File: src/design/opcodes.sv
// shared encodings for the 16-bit datapath; opcode and select values must match the controller
package opcodes;

	localparam int wordW = 16;
	localparam logic [15:0] intVector = 16'h0010; // interrupt entry PC

	// bit positions inside the 4-bit flag word
	localparam int flagN = 3;
	localparam int flagZ = 2;
	localparam int flagC = 1;
	localparam int flagV = 0;

	typedef enum logic [4:0] {
		ADD  = 5'b00000,
		ADDI = 5'b00001,
		ADC  = 5'b00010,
		ADCI = 5'b00011,
		SUB  = 5'b00100,
		SUBI = 5'b00101,
		SUC  = 5'b00110,
		SUCI = 5'b00111,
		AND  = 5'b01000,
		OR   = 5'b01001,
		XOR  = 5'b01010,
		NOT  = 5'b01011,
		LSL  = 5'b01100,
		LSR  = 5'b01101,
		ASR  = 5'b01110,
		MOV  = 5'b01111,
		MOVI = 5'b10000,
		BR   = 5'b11000, // branches only matter to the controller
		BNE  = 5'b11001,
		BE   = 5'b11010,
		BLT  = 5'b11011,
		BGE  = 5'b11100,
		BWL  = 5'b11101,
		RET  = 5'b11110
	} opcodeT;

	typedef enum logic [3:0] {
		fnAdd,
		fnSub,
		fnAnd,
		fnOr,
		fnXor,
		fnNot,
		fnLsl,
		fnLsr,
		fnAsr,
		fnPass
	} aluFunctionT;

	typedef struct packed {
		opcodeT opcode;
		logic [2:0] rd;
		logic [2:0] ra;
		logic [2:0] rb;
		logic [1:0] pad;
	} regFormT;

	// short immediate is imm[4:0]
	typedef struct packed {
		opcodeT opcode;
		logic [2:0] rd;
		logic [7:0] imm;
	} immFormT;

	typedef union packed {
		regFormT regForm;
		immFormT immForm;
	} instrWordT;

	typedef enum logic { immShort, immLong } immSelT;
	typedef enum logic { op1Rd1, op1Pc } op1SelT;
	typedef enum logic [1:0] { op2Rd2, op2Imm, op2Zero } op2SelT;
	typedef enum logic [1:0] { rwSeven, rwRd, rwRa } rwSelT;
	typedef enum logic { rs1Rd, rs1Ra } rs1SelT;
	typedef enum logic [2:0] { pcLr, pcAluOut, pcSysBus, pcInc, pcInt } pcSelT;
	typedef enum logic { lrPc, lrSys } lrSelT;
	typedef enum logic { wdAlu, wdSys } wdSelT;
	typedef enum logic [1:0] { orNone, orAdd, orSub } aluOrSelT;

endpackage
File: src/design/alu.sv
// combinational ALU; moves OR the operands so the unused one must be zero, shifts are by one bit
`timescale 1ns/1ps
module alu import opcodes::*; (
	input logic [wordW-1:0] op1,
	input logic [wordW-1:0] op2,
	input aluFunctionT aluOp,
	input logic carryUse,
	input logic carryIn,
	output logic [wordW-1:0] result,
	output logic [3:0] flags
);

	logic [wordW:0] sum;      // carry out in the top bit
	logic [wordW-1:0] op2Eff; // op2 as seen by the adder
	logic carryBit;
	logic arith;

	always_comb begin
		op2Eff = op2;
		carryBit = carryUse & carryIn;
		arith = 1'b0;
		result = '0;
		case (aluOp)
			fnAdd: arith = 1'b1;
			fnSub: begin
				op2Eff = ~op2;
				carryBit = carryUse ? carryIn : 1'b1; // plain subtract adds one
				arith = 1'b1;
			end
			fnAnd: result = op1 & op2;
			fnOr: result = op1 | op2;
			fnXor: result = op1 ^ op2;
			fnNot: result = ~op1;
			fnLsl: result = {op1[wordW-2:0], 1'b0};
			fnLsr: result = {1'b0, op1[wordW-1:1]};
			fnAsr: result = {op1[wordW-1], op1[wordW-1:1]}; // keep sign
			default: result = op1 | op2; // fnPass
		endcase

		// one shared adder for add and subtract
		sum = {1'b0, op1} + {1'b0, op2Eff} + {{wordW{1'b0}}, carryBit};
		if (arith) begin
			result = sum[wordW-1:0];
		end

		flags[flagN] = result[wordW-1];
		flags[flagZ] = (result == '0);
		flags[flagC] = arith & sum[wordW];
		// overflow when both adder inputs agree in sign and the result does not
		flags[flagV] = arith & (op1[wordW-1] == op2Eff[wordW-1])
			& (result[wordW-1] != op1[wordW-1]);
	end

endmodule

File: config.mk
export PLATFORM = sky130hd
export DESIGN_NAME = alu
export DESIGN_NICKNAME = d
export VERILOG_FILES = /design/src/design/opcodes.sv /design/src/design/alu.sv
export SDC_FILE = /design/constraint.sdc
export NUM_CORES = 1
export LEC_CHECK = 0
export BUFFER_PORTS_ARGS = -buffer_cell sky130_fd_sc_hd__buf_2
export CAP_MARGIN = 20
export CORE_MARGIN = 5
export CORE_UTILIZATION = 40
export DETAILED_ROUTE_END_ITERATION = 8
export GPL_TIMING_DRIVEN = 1
export PLACE_DENSITY = 0.61
export SYNTH_ARGS = -nofsm -noshare
export SYNTH_HDL_FRONTEND = slang
export SYNTH_SLANG_ARGS = --single-unit
File: constraint.sdc
create_clock -name vclk -period 5.5
set_input_delay 0.55 -clock vclk [all_inputs]
set_output_delay 0.55 -clock vclk [all_outputs]
set_load 0.01 [all_outputs]
-- Word level (Yosys, flattened, before mapping)
Index checks and enable logic that the tools add are counted.
Widths: inputs -> output; s select.
- register bits: 0
- bits in latches: 0
- RAM bits: 0
- ROM bits: 0
- input port bits: 38
- output and inout bits: 20
- word-level logic and storage cells: 29
- memories: 0
- add/subtract/negate cells: 2
- multipliers: 0
- div/mod/pow operators: 0
- magnitude comparators: 0
- equality and inequality tests: 9
- shift operators: 0
- multiplexer cells: 6
- bitwise operators: 9
- reduce and logical (&&, ||, !) cells: 3
- operators with widths (operator ; number):
    $pmux 16 s7 ; 1
    $mux 16 ; 2
    $not 16->16 ; 2
    $add 16x16->17 ; 1
    $add 17x1->17 ; 1
    $and 16x16->16 ; 1
    $eq 4x3->1 const B ; 4
    $logic_not 16->1 ; 1
    $or 16x16->16 ; 1
    $xor 16x16->16 ; 1
    $and 1x1->1 ; 4
    $eq 4x1->1 const B ; 1
    $eq 4x2->1 const B ; 1
    $eq 4x4->1 const B ; 1
    $logic_not 4->1 ; 1
    $mux 1 ; 3
    $reduce_or 2->1 ; 1
    $eq 1x1->1 ; 1
    $ne 1x1->1 ; 1

-- Longest topological paths before layout
- word-level depth: 7
- gate-level depth with buffers: 18
- gate-level depth less buffers: 15

-- Worst setup path after synthesis
Ideal clock, no wire load.
- kind: input to output
- start point: input aluOp[3]
- end point: output result[15]
- arrival: 4.698 ns
- data required time: 4.950 ns
- path slack: 0.252 ns
- cell stages on the path: 17
- buffers on the path: 5
- cells stage by stage: buf_4 -> or3_1 -> clkbuf_1 -> clkbuf_1 -> nor2_1 -> buf_2 -> xnor2_1 -> ha_1 -> a21oi_1 -> o22ai_1 -> or4b_2 -> a31oi_1 -> o21bai_1 -> a21oi_1 -> xor2_1 -> o21ai_0 -> buf_4
- longest elaborated chain between the ends: 5
- elaborated cells between the ends (all ways): 16
- classes of those cells: 2 x add/sub; 7 x eq/ne; 5 x mux; 2 x reduce/logical
- RTL lines (what ; line ; text):
    start, declared ; alu.sv:6 ; input aluFunctionT aluOp,
    $eq 4x1->1 ; alu.sv:23 ; case (aluOp)
    $mux 16 ; alu.sv:23 ;
    $add 16x16->17 ; alu.sv:41 ; sum = {1'b0, op1} + {1'b0, op2Eff} + {{wordW{1'b0}}, carryBit};
    $add 17x1->17 ; alu.sv:41 ;
    $mux 16 (*) ; alu.sv:42 ; if (arith) begin
    end, declared ; alu.sv:9 ; output logic [wordW-1:0] result,
Mark *: on every way between the ends. The rest lies on a longest branch, timed or not.

-- Worst setup path after layout
- start point: input aluOp[0]
- end point: output flags[2]
- longest elaborated chain between the ends: 6
- elaborated cells between the ends (all ways): 17
- classes of those cells: 2 x add/sub; 7 x eq/ne; 5 x mux; 3 x reduce/logical
- RTL lines (what ; line ; text):
    $eq 4x1->1 ; alu.sv:23 ;
    $mux 16 ; alu.sv:23 ;
    $add 16x16->17 ; alu.sv:41 ;
    $add 17x1->17 ; alu.sv:41 ;
    $mux 16 (*) ; alu.sv:42 ;
    $logic_not 16->1 (*) ; alu.sv:47 ; flags[flagZ] = (result == '0);
    end, declared ; alu.sv:10 ; output logic [3:0] flags
Marked as above.

==> out/qor.txt <==
worst path cell trace - buf_2, inv_2, nor2_2, buf_4, xnor2_1, fa_1, a21o_1, a221oi_2, a21oi_1, nor3_2, xnor2_1, a2111oi_0, nor4bb_1, and4b_1, o211a_1, buf_2
commonest non-fill, non-tap cell in the layout - buf_2
ranking of synthesized cells by area - ha_1 23%, xnor2_1 7.5%, a21oi_1 5.8%
Slew Viols, Final - 0
simple-gate portion of the synthesized area - 19.6%
leakage - 1.42 nW
Min Clock Period, post-route - 5190 ps
Post-Synthesis Cells - 364
Hold Buf Count CTS - 0
Final Hold Fails - 0
Row Count - 29
ANT nets after route - 0
Adder-Cell Fraction of Synth Area - 24.5%
Net Sw Frac - 58.2%
IO Port Bufs - 58
worst-path fanout max - 24
endpoints failing setup - 0
Top delay family on crit path - compound AO/OA/AOI/OAI gates
sequential area share after synthesis - 0%
die area - 8120 um^2
multi-input logic area - 2330 um^2
final HPWL from detailed placement - 6.75 mm
distinct cell type count after synthesis - 60
Pwr Density - 105 nW/um^2
Compound-Gate Fraction of Synth Area - 33.5%
core area - 6310 um^2
Post-Syn Area - 2570 um^2
CP Launch Type - input pin
Setup TNS Final - 0 ps
die width - 90.1 um
I/O pins - 58
starting density of the core - 40.7%
diode count - 0
slowest CP cell - fa_1
Die H - 90.1 um
GRT Total Usage - 19.9%
Worst path max stage delay - 440 ps
gr ovfl total - 0
First DRT Iteration DRCs - 199
GP Congestion - 0.976
status - completed
routed vias/inst - 5.93
antenna violations before repair - 0
Post-Syn Nets - 451
Final Cycle Share - 94.3%
DRC errors left - 0
vias in the first global route - 2751
kind of critical path - in2out
mean post-synth cell area - 7.06 um^2
max-cap viol count - 0
Flop pwr share - 0%
first-pass GRT wire length - 13.8 mm
CTS resizes - 0
fin util - 46.1%
vias - 2877
Post CTS Setup Buffer Count - 0
worst endpoint data arrival time - 4640 ps
Max VDD drop - 0.0463 mV
Logic pwr share - 100.0%
Seq Cell Count - 0
Initial DRT Pass Iterations - 4
register area - 0 um^2
fmax - 0.193 GHz
Hold/Removal Path Class - in2out
internal power - 0.127 mW
Clock power frac - 0%
RSZ-0062 raised after global routing - false
main combinational cell family by area after synthesis - compound AO/OA/AOI/OAI gates
Filler cells - 699
worst hold start - op1[15]
Post-Synth XOR/XNOR Area - 10.2%
Worst-Margin Slew - 967 ps
hold slack final - 1630 ps
Routed WL - 8.58 mm
Slew HR - 35.4%
share of layout cells above drive strength 1 - 18.9%
Critical Path Sink Type - output port
WP data required - 4950 ps
fin nets - 497
cell taking the most area after synthesis - ha_1
post-synthesis mux area share - 2.53%
most frequent cells in the layout - 58 x buf_2, 47 x ha_1, 39 x inv_1
total power - 0.304 mW
yosys warns - 0
Area growth syn-to-layout - 13.2%
Net Sw Power - 0.177 mW
Wirelength per Cell - 17.7 um
Worst Setup SP - aluOp[0]
Synth top area share - 22.9%
WP buf/inv - 4
pin count of the biggest net entering global routing - 33
clkbuf count - 0
-- power by group through the flow --
stage                     Clock, mW  Combinational, mW  Sequential (mW)
final                             0              0.304                0
after global routing              0              0.338                0
after CTS                         0              0.303                0
after detailed placement          0              0.302                0
after global placement            0              0.299                0
after floorplan                   0              0.210                0
-- tightest hold or removal path, cell delays in order --
cell and delay (ps):
buf_2 150, inv_1 90, xnor2_1 120, nor3_1 40
buf_2 130
-- stage by stage --
step	area [um^2]	setup slack, ps	cells
finish	2910	313	485
floorplan	2570	252	364
detailed placement	2910	395	485
global placement	2910	540	485
CTS	2910	368	485
global route	2910	137	485
-- cell usage after synthesis (3+ instances only) --
| master | instances |
|---|---|
| o2bb2ai_1 | 3 |
| a21oi_1 | 30 |
| a211oi_1 | 5 |
| nor3_1 | 13 |
| o22ai_1 | 12 |
| nor2_1 | 27 |
| nand2b_1 | 13 |
| a22oi_1 | 8 |
| a2bb2oi_1 | 6 |
| inv_1 | 39 |
| nand3b_1 | 3 |
| o21ai_0 | 13 |
| o21bai_1 | 3 |
| and3_1 | 3 |
| a21o_1 | 11 |
| a31oi_1 | 6 |
| clkbuf_1 | 8 |
| nor2b_1 | 7 |
| xnor2_1 | 22 |
| buf_2 | 8 |
| ha_1 | 47 |
| xor2_1 | 8 |
| nand2_1 | 18 |
| o32a_1 | 3 |
-- worst paths after layout --
| check | to | depth (start not counted) |
|---|---|---|
| setup / recovery | flags[2] | 16 |
| hold / removal | flags[0] | 5 |
-- layout make-up --
class / count / share of cell area, %
Tap cell: 77 / 3.31
Timing Repair Buffer: 64 / 11.5
Inverter: 40 / 5.16
Multi-Input combinational cell: 304 / 80.0
-- cells by family (layout without fill, tap and decap cells) --
family	after synthesis	in the layout
compound gates	123	123
simple gates	97	97
buf+inv	60	104
fa+ha+maj	49	49
xor+xnor	30	30
mux	5	5
-- per-layer routing --
| layer | vias up | track usage, % | wire (um) |
|---|---|---|---|
| met4 | 0 | 7.20 | 355 |
| met1 | 1320 | 26.9 | 3830 |
| li1 | 1408 | - | - |
| met5 | - | 0 | 0 |
| met3 | 24 | 1.67 | 561 |
| met2 | 125 | 33.0 | 3830 |
(Power assumes the default switching activity.)
