===== src/design/opcodes.sv =====
// shared encodings for the 16-bit datapath; opcode and select values must match the controller
package opcodes;

	localparam int wordW = 16;
	localparam logic [15:0] intVector = 16'h0010; // interrupt entry PC

	// bit positions inside the 4-bit flag word
	localparam int flagN = 3;
	localparam int flagZ = 2;
	localparam int flagC = 1;
	localparam int flagV = 0;

	typedef enum logic [4:0] {
		ADD  = 5'b00000,
		ADDI = 5'b00001,
		ADC  = 5'b00010,
		ADCI = 5'b00011,
		SUB  = 5'b00100,
		SUBI = 5'b00101,
		SUC  = 5'b00110,
		SUCI = 5'b00111,
		AND  = 5'b01000,
		OR   = 5'b01001,
		XOR  = 5'b01010,
		NOT  = 5'b01011,
		LSL  = 5'b01100,
		LSR  = 5'b01101,
		ASR  = 5'b01110,
		MOV  = 5'b01111,
		MOVI = 5'b10000,
		BR   = 5'b11000, // branches only matter to the controller
		BNE  = 5'b11001,
		BE   = 5'b11010,
		BLT  = 5'b11011,
		BGE  = 5'b11100,
		BWL  = 5'b11101,
		RET  = 5'b11110
	} opcodeT;

	typedef enum logic [3:0] {
		fnAdd,
		fnSub,
		fnAnd,
		fnOr,
		fnXor,
		fnNot,
		fnLsl,
		fnLsr,
		fnAsr,
		fnPass
	} aluFunctionT;

	typedef struct packed {
		opcodeT opcode;
		logic [2:0] rd;
		logic [2:0] ra;
		logic [2:0] rb;
		logic [1:0] pad;
	} regFormT;

	// short immediate is imm[4:0]
	typedef struct packed {
		opcodeT opcode;
		logic [2:0] rd;
		logic [7:0] imm;
	} immFormT;

	typedef union packed {
		regFormT regForm;
		immFormT immForm;
	} instrWordT;

	typedef enum logic { immShort, immLong } immSelT;
	typedef enum logic { op1Rd1, op1Pc } op1SelT;
	typedef enum logic [1:0] { op2Rd2, op2Imm, op2Zero } op2SelT;
	typedef enum logic [1:0] { rwSeven, rwRd, rwRa } rwSelT;
	typedef enum logic { rs1Rd, rs1Ra } rs1SelT;
	typedef enum logic [2:0] { pcLr, pcAluOut, pcSysBus, pcInc, pcInt } pcSelT;
	typedef enum logic { lrPc, lrSys } lrSelT;
	typedef enum logic { wdAlu, wdSys } wdSelT;
	typedef enum logic [1:0] { orNone, orAdd, orSub } aluOrSelT;

endpackage

===== src/design/aluDecode.sv =====
// opcode to ALU function; branch and unknown codes fall back to fnPass
`timescale 1ns/1ps
module aluDecode import opcodes::*; (
	input opcodeT opCode,
	output aluFunctionT aluOp,
	output logic aluCarryUse
);

	always_comb begin
		aluCarryUse = 1'b0;
		case (opCode)
			ADD, ADDI: aluOp = fnAdd;
			ADC, ADCI: begin
				aluOp = fnAdd;
				aluCarryUse = 1'b1; // take carry-in
			end
			SUB, SUBI: aluOp = fnSub;
			SUC, SUCI: begin
				aluOp = fnSub;
				aluCarryUse = 1'b1; // carry replaces the +1
			end
			AND: aluOp = fnAnd;
			OR: aluOp = fnOr;
			XOR: aluOp = fnXor;
			NOT: aluOp = fnNot;
			LSL: aluOp = fnLsl;
			LSR: aluOp = fnLsr;
			ASR: aluOp = fnAsr;
			MOV, MOVI: aluOp = fnPass;
			default: aluOp = fnPass;
		endcase
	end

endmodule


===== config.mk =====
export PLATFORM = sky130hd
export DESIGN_NAME = aluDecode
export DESIGN_NICKNAME = d
export VERILOG_FILES = /design/src/design/opcodes.sv /design/src/design/aluDecode.sv
export SDC_FILE = /design/constraint.sdc
export NUM_CORES = 1
export LEC_CHECK = 0
export BUFFER_PORTS_ARGS = -buffer_cell sky130_fd_sc_hd__buf_2
export CAP_MARGIN = 20
export CORE_AREA = 10 10 47 49
export DETAILED_ROUTE_END_ITERATION = 6
export DIE_AREA = 0 0 57 59
export REMOVE_ABC_BUFFERS = 1
export SYNTH_ARGS = -nofsm -noshare
export SYNTH_HDL_FRONTEND = slang
export SYNTH_SLANG_ARGS = --single-unit
export TNS_END_PERCENT = 100

===== constraint.sdc =====
create_clock -name vclk -period 0.95
set_input_delay 0.1425 -clock vclk [all_inputs]
set_output_delay 0.1425 -clock vclk [all_outputs]
set_load 0.01 [all_outputs]

## Word-level counts from Yosys, hierarchy flattened

Index checks and enable logic that the tools add are counted.

- Register bits: 0
- Input port bits: 5
- Output and inout port bits: 5
- Word-level logic and storage cells: 20

- Equal/unequal tests: 14
- Muxes and demuxes: 2
- Reductions and logical operators: 4

Operators with widths:

| operator | number |
|---|---|
| case mux 4 bit (9 select lines) | 1 |
| equality test 5 x 4 -> 1 bit, second input constant | 7 |
| equality test 5 x 3 -> 1 bit, second input constant | 4 |
| OR reduction 4 bit | 3 |
| equality test 5 x 2 -> 1 bit, second input constant | 2 |
| equality test 5 x 1 -> 1 bit, second input constant | 1 |
| zero test 5 bit | 1 |
| 2-to-1 mux 1 bit | 1 |

## Logic depth before layout (Yosys ltp)

Gate-level depths: netlist of the first run.

- Word-level depth: 3
- Gate-level depth with buffers: 2
- Depth with buffers taken out: 2

## Worst setup path after synthesis of the first run

Ideal clock, no wire load.

- Path kind: input to output
- From: input port opCode[2]
- To: output port aluOp[0]
- Data arrival time: 0.545 ns
- Data required time: 0.808 ns
- Slack: 0.262 ns
- Stages: 2
- Buffers on the path: 0
- Cells stage by stage: nor2b_1 a211o_1

- Cells in the longest elaborated chain, start to end: 3
- Elaborated cells between the ends (all ways): 18
- Classes of those cells: eq/ne: 14; mux: 1; reduce/logical: 3

RTL lines:

| what | line | source |
|---|---|---|
| from (decl) | aluDecode.sv:4 | `input opcodeT opCode,` |
| equality test 5 x 3 -> 1 bit (tied with other cells) | aluDecode.sv:11 | `case (opCode)` |
| OR reduction 4 bit (no line) | - |  |
| case mux 4 bit (9 select lines) (*) | aluDecode.sv:11 |  |
| to (decl) | aluDecode.sv:5 | `output aluFunctionT aluOp,` |

Every way passes the cells marked *; elsewhere a longest branch is shown, timed or not.

## Final worst setup path of the first run

Ends and elaborated chain as after synthesis.

==> impl_metrics.toml, run 1 <==
[floorplanning]
die_w_um = 57
start_util_pct = 3.84
rows = 14
pin_count = 10
die_y_um = 59
fp.dieArea_mm2 = 0.00336
core_mm2 = 0.00140

[layout]
layout_commonest_cell = "buf_2"
mostFrequentLayoutCells = "buf_2 (10), nor2_1 (2)"
n_clock_buffer = 0
antenna_cells = 0
area_growth_pct = 130
regArea_um2 = 0
fill_cells = 177
nets = 25
seq_cells = 0
drive_gt1_share_pct = 55.6
finish.utilization_pct = 8.84

[synthesis]
synthesis.area_um2 = 53.8
ys_seq_area_share_pct = 0
synth.largest_area_cell = "a211o_1"
yosys.area.top_type_share_pct = 16.3
synthTopCellsByArea = "a211o_1 (16%), a31o_1 (16%), xnor2_1 (16%)"
postSynthAreaPerCell_um2 = 6.73
synth_warnings = 0
syn-instance-count = 8
netlist-cell-type-count = 7

[worst_setup_path]
cp-end-kind = "output port"
cp.arrival_ns = 0.77
cp_cell_sequence = "buf_2 > nor2b_1 > a211o_1 > buf_2"
critPathTopFamily = "buffers and inverters"
startpoint_type = "input pin"
crit_required_ns = 0.81
critPathBufInv = 2
cp_common_cell = "buf_2"
cp_max_fo = 3
worstSetupPathType = "in2out"
cp_slowest_cell = "a211o_1"
max_stage_delay_ns = 0.25

[global_route]
grt_max_degree = 6
antenna_found_initial = 0
grt_overflow_total = 0
grt_pass1_vias = 96
track_usage_pct = 1.59
grt_pass1_wl_um = 462

[timing]
worstMarginPinSlew_ns = 0.155
finalSetupViolCount = 0
period_share_pct = 95.9
timing.fmax_mhz = 1100
fin_crit_ns = 0.911
rsz0062_at_grt = "no"
slew_headroom_pct = 89.6
slew_viol_final = 0
hold_violations = 0
setup_tns_ns = 0

[outcome]
status = "complete, no violations"

[flow_run]
cap_violations = 0

[placement]
gp_congestion = 0.586
io_buffers = 10

[pwr]
leakage_nw = 0.0606
ir_drop_mv = 0.0991
p_per_area_mw_per_mm2 = 409

[drt]
routed_via_density = 2.74
dr_wl_met2_um = 48
drt_wl_total_um = 307
top_layer = "met3"
dr.pass1.iters = 2
drtIter0Drc = 5
drc = 0
ant_nets = 0
met3_length_um = 46
drt-met1-wl_um = 213
via_count = 93
wire_per_inst_um = 9.03

[worst_hold_path]
holdCritPathClass = "in2out"

[clock_tree]
post_cts_buffers = 0
post_cts_resized = 0
postCtsHoldBufs = 0
-- final cells by class --
class                           instances  area, µm²  share of cell area (%)
Timing Repair Buffer                   10       50.0                    40.4
Tap cell                               16       20.0                    16.2
Multi-Input combinational cell          8       53.8                    43.4
-- final timing paths --
check  startpoint        to  slack [ns]  cells after the start
max     opCode[2]  aluOp[0]        0.04                      4
min     opCode[1]  aluOp[1]        0.58                      3
-- layer usage --
metal  GRT usage (%)  up-vias
li1                -       49
met1            3.17       34
met2           0.930       10
met3           0.858        0
met4               0        0
met5               0        -
-- metrics by stage --
stage	hold WS (ns)	setup slack [ns]	area, µm²	power [mW]	cells
global route	0.608	0.00590	124	0.0565	34
floorplan	0.333	0.262	53.8	0.0220	8
global placement	0.581	0.0422	124	0.0509	34
finish	0.584	0.0386	124	0.0507	34
detailed placement	0.584	0.0378	124	0.0512	34
CTS	0.586	0.0351	124	0.0515	34
-- power breakdown --
group          total (mW)  switching, mW  internal, mW
clock network           0              0             0
registers               0              0             0
logic              0.0507         0.0255        0.0252
total              0.0507         0.0255        0.0252
-- cells in the mapped netlist (all sizes together) --
master,n
a31o,1
nor2,2
nor2b,1
a211o,1
xnor2,1
nor3b,1
nand2b,1
-- cell families after synthesis --
family,count (synthesis),share of synthesized area [%]
AND/OR/NAND/NOR,5,51.2
XOR/XNOR,1,16.3
AO/OA/AOI/OAI,2,32.6
(Power assumes the default switching activity.)
==> inputs of run 2 (changes only) <==
SETUP_SLACK_MARGIN = 0.3   (was unset)
==> run 2 against run 1 <==
  * Sequential share of layout area unchanged
  * First-iteration DRC count down 60%
  * Fmax up 7.1%
  * Count of clock-buffer cells in the layout unchanged
  * Global-route usage down 0.13 points
  * Setup slack better by 0.060 ns
  * Total power up 48%
  * Cell count unchanged
  * Non-clock buffer count unchanged
  * Via count up 2.2%
  * Largest power group unchanged
==> impl_metrics.toml, run 2 (synthesis gave the netlist of run 1 again) <==
[outcome]
status = "complete, no violations"

[timing]
worstMarginPinSlew_ns = 0.175
slew_headroom_pct = 88.3
slew_viol_final = 0
period_share_pct = 89.6
hold_violations = 0
rsz0062_at_grt = "yes"
fin_crit_ns = 0.851
setup_ws_ns = 0.0988
finalSetupViolCount = 0
timing.hold.ws_ns = 0.515
setup_tns_ns = 0
timing.fmax_mhz = 1170

[global_route]
track_usage_pct = 1.46
antenna_found_initial = 0
grt_overflow_total = 0
grt_max_degree = 6
grt_pass1_wl_um = 420
grt_pass1_vias = 93

[drt]
ant_nets = 0
wire_per_inst_um = 9.68
drt_wl_total_um = 329
routed_via_density = 2.79
drtIter0Drc = 2
dr.pass1.iters = 2
drc = 0
via_count = 95

[flow_run]
cap_violations = 0

[floorplanning]
die_w_um = 57
fp.dieArea_mm2 = 0.00336
rows = 14
core_mm2 = 0.00140
die_y_um = 59
start_util_pct = 3.84
pin_count = 10

[layout]
drive_gt1_share_pct = 77.8
area_growth_pct = 237
antenna_cells = 0
n_clock_buffer = 0
finish.utilization_pct = 12.9
mostFrequentLayoutCells = "buf_2 (5), buf_6 (4)"
fin_area_um2 = 181
regArea_um2 = 0
layout.cells.non_filler = 34
seq_cells = 0
layout_commonest_cell = "buf_2"
nets = 25

[worst_hold_path]
holdCritPathClass = "in2out"

[worst_setup_path]
startpoint_type = "input pin"
worstSetupPathType = "in2out"
cp_max_fo = 3
cp-end-kind = "output port"
crit_required_ns = 0.81
cp.arrival_ns = 0.71

[placement]
pre_cts_slack_ns = 0.0378
dp_cells = 34
place_area_um2 = 124
gp_congestion = 0.586
io_buffers = 10

[pwr]
leakage_nw = 0.0784
p_per_area_mw_per_mm2 = 415
power_mw = 0.0752
ir_drop_mv = 0.129

[clock_tree]
postCtsHoldBufs = 0
-- run 2: cell types whose count changed in the layout (fill, tap and decap cells not counted) --
cell      delta
nand2b_4     +1
nand2b_1     -1
nor2_4       +1
nor2_1       -2
buf_6        +4
nor3b_1      -1
nor3b_2      +1
nor2_2       +1
buf_2        -5
buf_8        +1
-- run 2: metal layers --
metal | global-route usage [%] | up-vias | part of all wire, %
met5 | 0 | - | 0
met4 | 0 | 0 | 0
met3 | 0.858 | 0 | 18
met2 | 0.930 | 10 | 19
met1 | 2.82 | 35 | 62
li1 | - | 50 | -
-- run 2: area by class of cell --
class / count / area, µm²
fillers: 164 / 1220
repair buffers: 10 / 85.1
multi-input cells: 8 / 76.3
well taps: 16 / 20.0
-- run 2: report_power, final --
part / switching [mW] / total, mW / internal (mW) / leakage (nW)
sequential: 0 / 0 / 0 / 0
combinational: 0.0313 / 0.0752 / 0.0439 / 0.0784
clock: 0 / 0 / 0 / 0
-- run 2: repair_timing --
action / 4_1_cts / 5_1_grt
setup buffers: 0 / 0
pin swaps: 4 / 3
setup endpoints to repair: 5 / 5
gates resized for setup: 8 / 6
-- run 2: path summary, 6_finish.rpt --
check | to | slack, ns | cells past startpoint | startpoint
worst max-delay path | aluOp[0] | 0.1 | 4 | opCode[2]
worst min-delay path | aluOp[1] | 0.51 | 3 | opCode[1]
-- run 2: critical path: stages --
cell and delay (ns):
buf_6 0.10, nor2b_1 0.12, a211o_1 0.21, buf_2 0.14
