`config.mk`:
```
export PLATFORM = sky130hd
export DESIGN_NAME = regBlock
export DESIGN_NICKNAME = d
export VERILOG_FILES = /design/src/design/opcodes.sv /design/src/design/regBlock.sv
export SDC_FILE = /design/constraint.sdc
export NUM_CORES = 1
export LEC_CHECK = 0
export ABC_AREA = 1
export BUFFER_PORTS_ARGS = -buffer_cell sky130_fd_sc_hd__buf_2
export CAP_MARGIN = 25
export CORE_AREA = 4 4 121 123
export CTS_CLUSTER_DIAMETER = 150
export DETAILED_ROUTE_END_ITERATION = 8
export DIE_AREA = 0 0 125 127
export HOLD_SLACK_MARGIN = 0.1
export PLACE_DENSITY = 0.79
export SYNTH_ARGS = -nofsm -noshare
export SYNTH_HDL_FRONTEND = slang
export SYNTH_SLANG_ARGS = --single-unit
```
`constraint.sdc`:
```
create_clock -name Clock -period 2.2 [get_ports Clock]
set_clock_uncertainty 0.05 [all_clocks]
set_input_delay 0.22 -clock Clock [delete_from_list [all_inputs] [get_ports Clock]]
set_output_delay 0.22 -clock Clock [all_outputs]
set_load 0.02 [all_outputs]
```
`src/design/opcodes.sv`:
```
// shared encodings for the 16-bit datapath; opcode and select values must match the controller
package opcodes;

	localparam int wordW = 16;
	localparam logic [15:0] intVector = 16'h0010; // interrupt entry PC

	// bit positions inside the 4-bit flag word
	localparam int flagN = 3;
	localparam int flagZ = 2;
	localparam int flagC = 1;
	localparam int flagV = 0;

	typedef enum logic [4:0] {
		ADD  = 5'b00000,
		ADDI = 5'b00001,
		ADC  = 5'b00010,
		ADCI = 5'b00011,
		SUB  = 5'b00100,
		SUBI = 5'b00101,
		SUC  = 5'b00110,
		SUCI = 5'b00111,
		AND  = 5'b01000,
		OR   = 5'b01001,
		XOR  = 5'b01010,
		NOT  = 5'b01011,
		LSL  = 5'b01100,
		LSR  = 5'b01101,
		ASR  = 5'b01110,
		MOV  = 5'b01111,
		MOVI = 5'b10000,
		BR   = 5'b11000, // branches only matter to the controller
		BNE  = 5'b11001,
		BE   = 5'b11010,
		BLT  = 5'b11011,
		BGE  = 5'b11100,
		BWL  = 5'b11101,
		RET  = 5'b11110
	} opcodeT;

	typedef enum logic [3:0] {
		fnAdd,
		fnSub,
		fnAnd,
		fnOr,
		fnXor,
		fnNot,
		fnLsl,
		fnLsr,
		fnAsr,
		fnPass
	} aluFunctionT;

	typedef struct packed {
		opcodeT opcode;
		logic [2:0] rd;
		logic [2:0] ra;
		logic [2:0] rb;
		logic [1:0] pad;
	} regFormT;

	// short immediate is imm[4:0]
	typedef struct packed {
		opcodeT opcode;
		logic [2:0] rd;
		logic [7:0] imm;
	} immFormT;

	typedef union packed {
		regFormT regForm;
		immFormT immForm;
	} instrWordT;

	typedef enum logic { immShort, immLong } immSelT;
	typedef enum logic { op1Rd1, op1Pc } op1SelT;
	typedef enum logic [1:0] { op2Rd2, op2Imm, op2Zero } op2SelT;
	typedef enum logic [1:0] { rwSeven, rwRd, rwRa } rwSelT;
	typedef enum logic { rs1Rd, rs1Ra } rs1SelT;
	typedef enum logic [2:0] { pcLr, pcAluOut, pcSysBus, pcInc, pcInt } pcSelT;
	typedef enum logic { lrPc, lrSys } lrSelT;
	typedef enum logic { wdAlu, wdSys } wdSelT;
	typedef enum logic [1:0] { orNone, orAdd, orSub } aluOrSelT;

endpackage
```
`src/design/regBlock.sv`:
```
// eight general registers, r7 doubles as link; a read of the register being written sees the old value
`timescale 1ns/1ps
module regBlock import opcodes::*; (
	input logic Clock,
	input logic rstN,
	input logic we,
	input logic [2:0] rs1,
	input logic [2:0] rs2,
	input logic [2:0] rw,
	input logic [wordW-1:0] wData,
	output logic [wordW-1:0] rd1,
	output logic [wordW-1:0] rd2
);

	logic [wordW-1:0] regs [8];

	always_ff @(posedge Clock or negedge rstN) begin
		if (!rstN) begin
			for (int i = 0; i < 8; i++) begin
				regs[i] <= '0;
			end
		end else if (we) begin
			regs[rw] <= wData; // single write port
		end
	end

	// both read ports are plain muxes
	assign rd1 = regs[rs1];
	assign rd2 = regs[rs2];

endmodule

```
## Word-level counts from Yosys, hierarchy flattened

Cells that the tools add are included.

| word-level totals | value |
|---|---|
| flip-flop bits (word level) | 128 |
| input port bits | 28 |
| output and inout port bits | 32 |

| operators by class | value |
|---|---|
| order comparisons | 4 |
| multiplexer cells | 9 |
| bitwise operators | 3 |
| reductions and logical operators | 1 |

Operators by type and width:

| kind | number |
|---|---|
| bitwise mux 128 bit | 1 |
| binary-select mux 16 bit (select 3 bit) | 2 |
| two-way mux 16 bit | 5 |
| demux 16 bit (select 3 bit) | 1 |
| greater-or-equal comparator 4 bit, second input constant | 3 |
| inverter 3 -> 4 bit | 3 |
| less-than comparator 4 x 1 -> 1 bit, second input constant | 1 |
| logical AND 1 bit | 1 |

## Logic depth before layout (Yosys ltp)

Gate-level depths: netlist of run 1.

| logic depth | value |
|---|---|
| depth after elaboration | 6 |
| gate-level depth with buffers | 7 |
| gate-level depth less buffers | 6 |

## Worst setup path before layout of run 1

No wires, ideal clock.

| path | value |
|---|---|
| path type | input-to-output |
| from | input port rs1[2] |
| to | output port rd1[10] |
| arrival | 1.011 ns |
| required time | 1.930 ns |
| path slack | 0.919 ns |
| cell stages on the path | 5 |
| buffers on the path | 2 |
| cells stage by stage | buf_2 -> inv_1 -> clkbuf_1 -> nand2_1 -> nand2_1 |

| between the ends | value |
|---|---|
| cells in the longest elaborated chain, start to end | 4 |

RTL lines:

| element | line | RTL |
|---|---|---|
| start, declared | regBlock.sv:7 | `input logic [2:0] rs1,` |
| inverter 3 -> 4 bit (not written as such) | regBlock.sv:28 | `assign rd1 = regs[rs1];` |
| binary-select mux 16 bit (select 3 bit) | regBlock.sv:28 |  |
| two-way mux 16 bit (not written as such) (2 in a row) | regBlock.sv:28 |  |
| end, declared | regBlock.sv:11 | `output logic [wordW-1:0] rd1,` |

Every way passes these cells. The select of a mux whose other input is x is not followed.

## Final worst setup path of run 1

| path | value |
|---|---|
| from | register regs[44] (netlist name) |
| to | output port rd1[12] |

| between the ends | value |
|---|---|
| cells in the longest elaborated chain, start to end | 3 |

RTL lines:

| element | line | RTL |
|---|---|---|
| start, declared | regBlock.sv:15 | `logic [wordW-1:0] regs [8];` |
| start signal, assigned by index | regBlock.sv:23 | `regs[rw] <= wData;` |
| binary-select mux 16 bit (select 3 bit) | regBlock.sv:28 |  |
| two-way mux 16 bit (not written as such) (2 in a row) | regBlock.sv:28 |  |

Every way passes these cells. The select of a mux whose other input is x is not followed.

==> impl_results.md, run 1 <==
* Vias per cell at 5.358
* Worst Hold Class: in -> async
* Max_cap viols at 0
* Final Hold Viols at 0
* Leakage Power at 0.004973 uW
* Root buffer cell: clkbuf_16
* Pre-CTS setup slack at 613.5 ps
* CTS max path bufs at 2
* Core area at 0.01367 mm^2
* Number of synthesis warnings at 0
* Fin worst setup slack at 487.6 ps
* R2R Path End: regs[14]
* Starting Density at 0.5481
* Full die area at 0.01588 mm^2
* Achievable Freq at 584.0 MHz
* First-pass GRT wire length at 37.52 mm
* Final Cycle Share at 0.7784
* Clk_lat worst skew at 420 ps
* Crit path time final at 1712 ps
* Syn Area/Cell at 6.429 um^2
* Worst EP required at 1930 ps
* CP max stage cell: dfrtp_1
* Number of nets in the layout at 1249
* Delay of the slowest critical-path stage at 380 ps
* # clock sinks at 128
* Detailed-route wire length at 22.44 mm
* CTS tree: yes
* Yosys cell types at 13
* CP Capture Type: output pin
* Gpl congestion at 0.8763
* Mapped Cells at 1165
* Worst R2R Setup Slack at 1410 ps
* Final ANT Viol Nets at 0
* Peak supply drop at 0.5761 mV
* Initial antenna violation count at 0
* Setup Viol. Count Final at 0
* Clock share of power at 0.354
* Crit Path Class: reg -> out
* Sequential element share of the synthesized area at 0.4277
* Pin count of the biggest net entering global routing at 58
* Max FFs per register at 128
* Most frequent CP cell: nand2_1
* GRT overflow at 0
* Worst slew margin at 0.7020
* Post-DP HPWL at 14.02 mm
* Switching share of power at 0.3261
* Port Buf Inserts at 59
* Post-Syn Area at 0.007490 mm^2
* GRT Resource Usage Total at 0.2949
* Worst hold margin at 160.8 ps
* Detailed-route via count at 7560
* Pint at 5130 uW
* Worst-margin pin slew at 446.9 ps
* Pwr dens at 877.9 mW/mm^2
* Switch Pwr at 2482 uW
* Cells on worst reg2reg path at 2
* Nature of the critical path startpoint: flip-flop
* Clk slew on worst S/H paths at 50 ps
* Inserted Diodes at 0
* Drt first pass iters at 6
* Arrival time worst endpoint at 1440 ps
* Die height at 127 um
* Proportion of power drawn by combinational gates at 0.248
* Crit-path cells: inv_1 -> nand2_1 -> nand3_1 -> nand2_1 -> nand2_1 -> nand2_1 -> buf_2
* Synth Net Count at 1193
* Reg with most FFs: regs
* Outcome: finished, final reports clean
* Vias in the first global route at 7498
* CP Max Fanout at 2
* WL per Instance at 15.90 um
* First DRT Iteration DRCs at 1053
* Slew Viols, Final at 0
* Die X at 125 um
* CP top delay family: flip-flops
* Share of cells above drive strength 1 at 0.09992
* Biggest regs: regs: 128 flops
* WP buf/inv at 2
* Core Util, Final at 0.6345
* Core Rows at 43
* P&R area growth vs syn at 15.77%
* RSZ-0062 raised after global routing: false
* Sequential power share at 0.398
* Worst R2R Start: regs[14]
* Fin Setup TNS at 0 ps
* H-tree depth at 4
* DR DRC count at 0
* Post-CTS Setup Bufs at 0
* Post-synthesis register bit count at 128
* Final Power at 7612 uW
* Total CTS buffers at 17
* I/O Pins at 60
-- power by group through the flow --
stage               sequential (uW)  combinational [uW]  clock, uW
floorplan                      3000                1330          0
global placement               3040                1790          0
detailed placement             3060                1840          0
CTS                            3020                1880       2720
global route                   3080                2180       2830
finish                         3030                1890       2690
-- repair_timing --
action / in CTS / in global routing
hold buffers: 17 / 0
setup endpoints to repair: 0 / 0
hold endpoints to repair: 144 / 0
resized for setup: 0 / 0
-- through the flow --
stage | area (um^2) | cells
floorplan | 7490 | 1165
global placement | 7950 | 1365
detailed placement | 7950 | 1365
CTS | 8671 | 1411
global route | 8671 | 1411
finish | 8671 | 1411
-- synthesized netlist by cell type --
| library cell | count | area share |
|---|---|---|
| buf_1 | 2 | 0.0010 |
| buf_2 | 42 | 0.028 |
| clkbuf_1 | 22 | 0.011 |
| clkbuf_2 | 4 | 0.0027 |
| dfrtp_1 | 128 | 0.43 |
| inv_1 | 150 | 0.075 |
| inv_2 | 4 | 0.0020 |
| nand2_1 | 551 | 0.28 |
| nand3_1 | 129 | 0.086 |
| nor2_1 | 3 | 0.0015 |
| nor2_2 | 1 | 0.00084 |
| nor3_4 | 1 | 0.0022 |
| o21ai_0 | 128 | 0.086 |
-- metal layers --
layer	share of wire	global-route usage
met1	0.42	0.3904
met3	0.096	0.06940
met5	0	0
met2	0.45	0.4669
met4	0.035	0.1288
-- placed cells by master (no fill, tap or decap) --
cell type / count
clkinv_2: 6
nor3_4: 1
nor2_2: 1
bufinv_16: 2
nand2_1: 551
dfrtp_1: 128
nor2_1: 3
buf_12: 2
nand3_1: 129
inv_1: 150
clkbuf_8: 2
buf_4: 30
buf_2: 58
o21ai_0: 128
inv_2: 4
clkbuf_1: 2
clkbuf_16: 17
dlygate4sd3_1: 17
-- cell type report --
type | instances | area [um^2]
Inverter | 154 | 578.1
Tap cell | 180 | 225.2
Fill cell | 1239 | 4995
Clock inverter | 8 | 90.09
Sequential cell | 128 | 3203
Multi-Input combinational cell | 813 | 3388
Timing Repair Buffer | 107 | 725.7
Clock buffer | 21 | 460.4
-- worst max-delay path by stage --
| stage | end | cells past startpoint | startpoint | slack, ps |
|---|---|---|---|---|
| 2_1_floorplan | rd1[10] | 5 | rs1[2] | 920 |
| 3_3_place_gp | rd2[12] | 9 | rs2[0] | 630 |
| 3_5_place_dp | rd2[12] | 8 | rs2[0] | 610 |
| 4_1_cts | rd1[0] | 7 | regs[96] | 490 |
| 5_1_grt | rd2[12] | 7 | regs[92] | 360 |
| 6_report | rd1[12] | 7 | regs[44] | 490 |
-- cells by family after synthesis --
family,synth area share
and+or+nand+nor,0.3669
buffers and inverters,0.1199
DFF,0.4277
AOI/OAI and AO/OA,0.08553
Power figures use the tool's default switching activity.
==> run 2, diff against run 1 <==
==> constraint.sdc (replaced) <==
create_clock -name Clock -period 1.75 [get_ports Clock]
set_clock_uncertainty 0.05 [all_clocks]
set_input_delay 0.175 -clock Clock [delete_from_list [all_inputs] [get_ports Clock]]
set_output_delay 0.175 -clock Clock [all_outputs]
set_load 0.02 [all_outputs]
==> run 2 against run 1 <==
Net effect:
- sequential power up 25%
- core utilization up 0.72 points
- critical endpoint is now rd1[13]
- register-to-register slack worse by 430 ps
- first-iteration DRC count down 11%
- global-route usage down 0.53 points
==> impl_results.md, run 2 (same netlist as run 1, synthesis figures left out) <==
* Gpl congestion at 0.8879
* Pin count of the biggest net entering global routing at 75
* Post-CTS Setup Bufs at 0
* Biggest regs: regs: 128 flops
* GRT overflow at 0
* Slew Viols, Final at 0
* Post-DP HPWL at 14.10 mm
* Full die area at 0.01588 mm^2
* Max FFs per register at 128
* Final ANT Viol Nets at 0
* Worst-margin pin slew at 404.1 ps
* H-tree depth at 4
* Crit path time final at 1648 ps
* Peak supply drop at 0.7245 mV
* Die X at 125 um
* Leakage Power at 0.005005 uW
* Arrival time worst endpoint at 1420 ps
* Worst Hold Class: in -> reg
* CTS max path bufs at 2
* Achievable Freq at 606.8 MHz
* Initial antenna violation count at 0
* Delay of the slowest critical-path stage at 380 ps
* # clock sinks at 128
* Crit Path Class: reg -> out
* Outcome: finished, final reports clean
* Port Buf Inserts at 59
* Pre-CTS setup slack at 276.1 ps
* Reg with most FFs: regs
* Non-filler cells, final at 1416
* Worst hold margin at 383.3 ps
* Total CTS buffers at 17
* First-pass GRT wire length at 36.89 mm
* Root buffer cell: clkbuf_16
* Drt first pass iters at 6
* Cells on worst reg2reg path at 2
* Core area at 0.01367 mm^2
* P&R area growth vs syn at 17.09%
* Share of cells above drive strength 1 at 0.1044
* Inserted Diodes at 0
* Detailed-route wire length at 22.29 mm
* WL per Instance at 15.74 um
* Pwr dens at 1088 mW/mm^2
* Final Cycle Share at 0.9417
* Max_cap viols at 0
* Worst R2R Start: regs[14]
* Worst R2R Setup Slack at 980 ps
* I/O Pins at 60
* Core Rows at 43
* Vias in the first global route at 7303
* Die height at 127 um
* First DRT Iteration DRCs at 932
* Detailed-route via count at 7638
* Clk slew on worst S/H paths at 60 ps
* CP Max Fanout at 2
* Number of nets in the layout at 1251
* Fin Setup TNS at 0 ps
* Beginning of the worst hold path: rw[1]
* Vias per cell at 5.394
* Worst EP required at 1520 ps
* Final Hold Viols at 0
* Commonest non-fill, non-tap cells in the layout: 550 x nand2_1, 149 x inv_1, 129 x nand3_1
* RSZ-0062 raised after global routing: false
* Nature of the critical path startpoint: flip-flop
* Fin worst setup slack at 102.0 ps
* Cell Area, Placed at 0.008013 mm^2
* GRT Resource Usage Total at 0.2896
* Crit-path cells: inv_1 -> nand2_1 -> nand3_1 -> nand2_1 -> nand2_1 -> nand2_2 -> buf_4
* Worst hold stages at 5
* Clk_lat worst skew at 420 ps
* Placed instance count at 1365
* DR DRC count at 0
* Worst slew margin at 0.7306
* Finished Cell Area at 0.008770 mm^2
* Most common library cell in the layout ignoring fill and taps: nand2_1
* Setup Viol. Count Final at 0
* Most frequent CP cell: nand2_1
* Min-Delay Endpoint: regs[17]
* CP Capture Type: output pin
* CP max stage cell: dfrtp_1
* R2R Path End: regs[14]
* Starting Density at 0.5481
* CTS tree: yes
run 2: changes by cell type in the layout (fill, tap and decap cells not counted), sizes merged:
cell / delta
bufinv: -1
clkinv: +2
dlygate4sd3: +2
clkinvlp: +2
run 2: repair_timing:
item / CTS / global route
endpoints found under the setup margin: 0 / 2
hold endpoints to repair: 172 / 0
gates resized for setup: 0 / 4
hold buffers: 19 / 0
run 2: worst max-delay path by stage:
| stage | start | end | depth (start not counted) |
|---|---|---|---|
| final | regs[45] | rd1[13] | 7 |
| after global routing | regs[11] | rd1[11] | 7 |
| after CTS | regs[45] | rd1[13] | 7 |
| after detailed placement | rs1[0] | rd1[13] | 8 |
| after global placement | rs2[0] | rd2[12] | 8 |
| after floorplan | rs1[2] | rd1[10] | 5 |
run 2: where the power goes:
group | switching (uW) | internal (uW) | leakage, uW | total [uW]
clock network | 1300 | 2040 | 0.000278 | 3340
logic | 1580 | 824 | 0.00312 | 2400
registers | 278 | 3520 | 0.00160 | 3800
run 2: critical path: cells and delay by family (launching register included):
| family | cells | cell delay [ps] |
|---|---|---|
| buffers and inverters | 2 | 230 |
| AND/OR/NAND/NOR | 5 | 390 |
| flip-flops | 1 | 380 |
run 2: layer usage:
metal  share of wire  GRT usage
met5               0          0
met4           0.025     0.1059
met3           0.095    0.06480
met2            0.46     0.4559
met1            0.42     0.3965
run 2: cell type report:
class | instances | area [um^2]
fillers | 1270 | 4896
multi-input cells | 813 | 3391
flip-flops and latches | 128 | 3203
repair buffers | 109 | 813.3
inverters | 154 | 578.1
clock buffers | 21 | 470.5
well taps | 180 | 225.2
clock inverters | 11 | 88.84
run 2: per-stage QoR:
| step | power (uW) | util |
|---|---|---|
| after floorplan | 5437 | - |
| final | 9545 | 0.6417 |
| after global routing | 10160 | 0.6417 |
| after detailed placement | 6172 | 0.5863 |
| after global placement | 6087 | 0.5863 |
| after CTS | 9566 | 0.6412 |
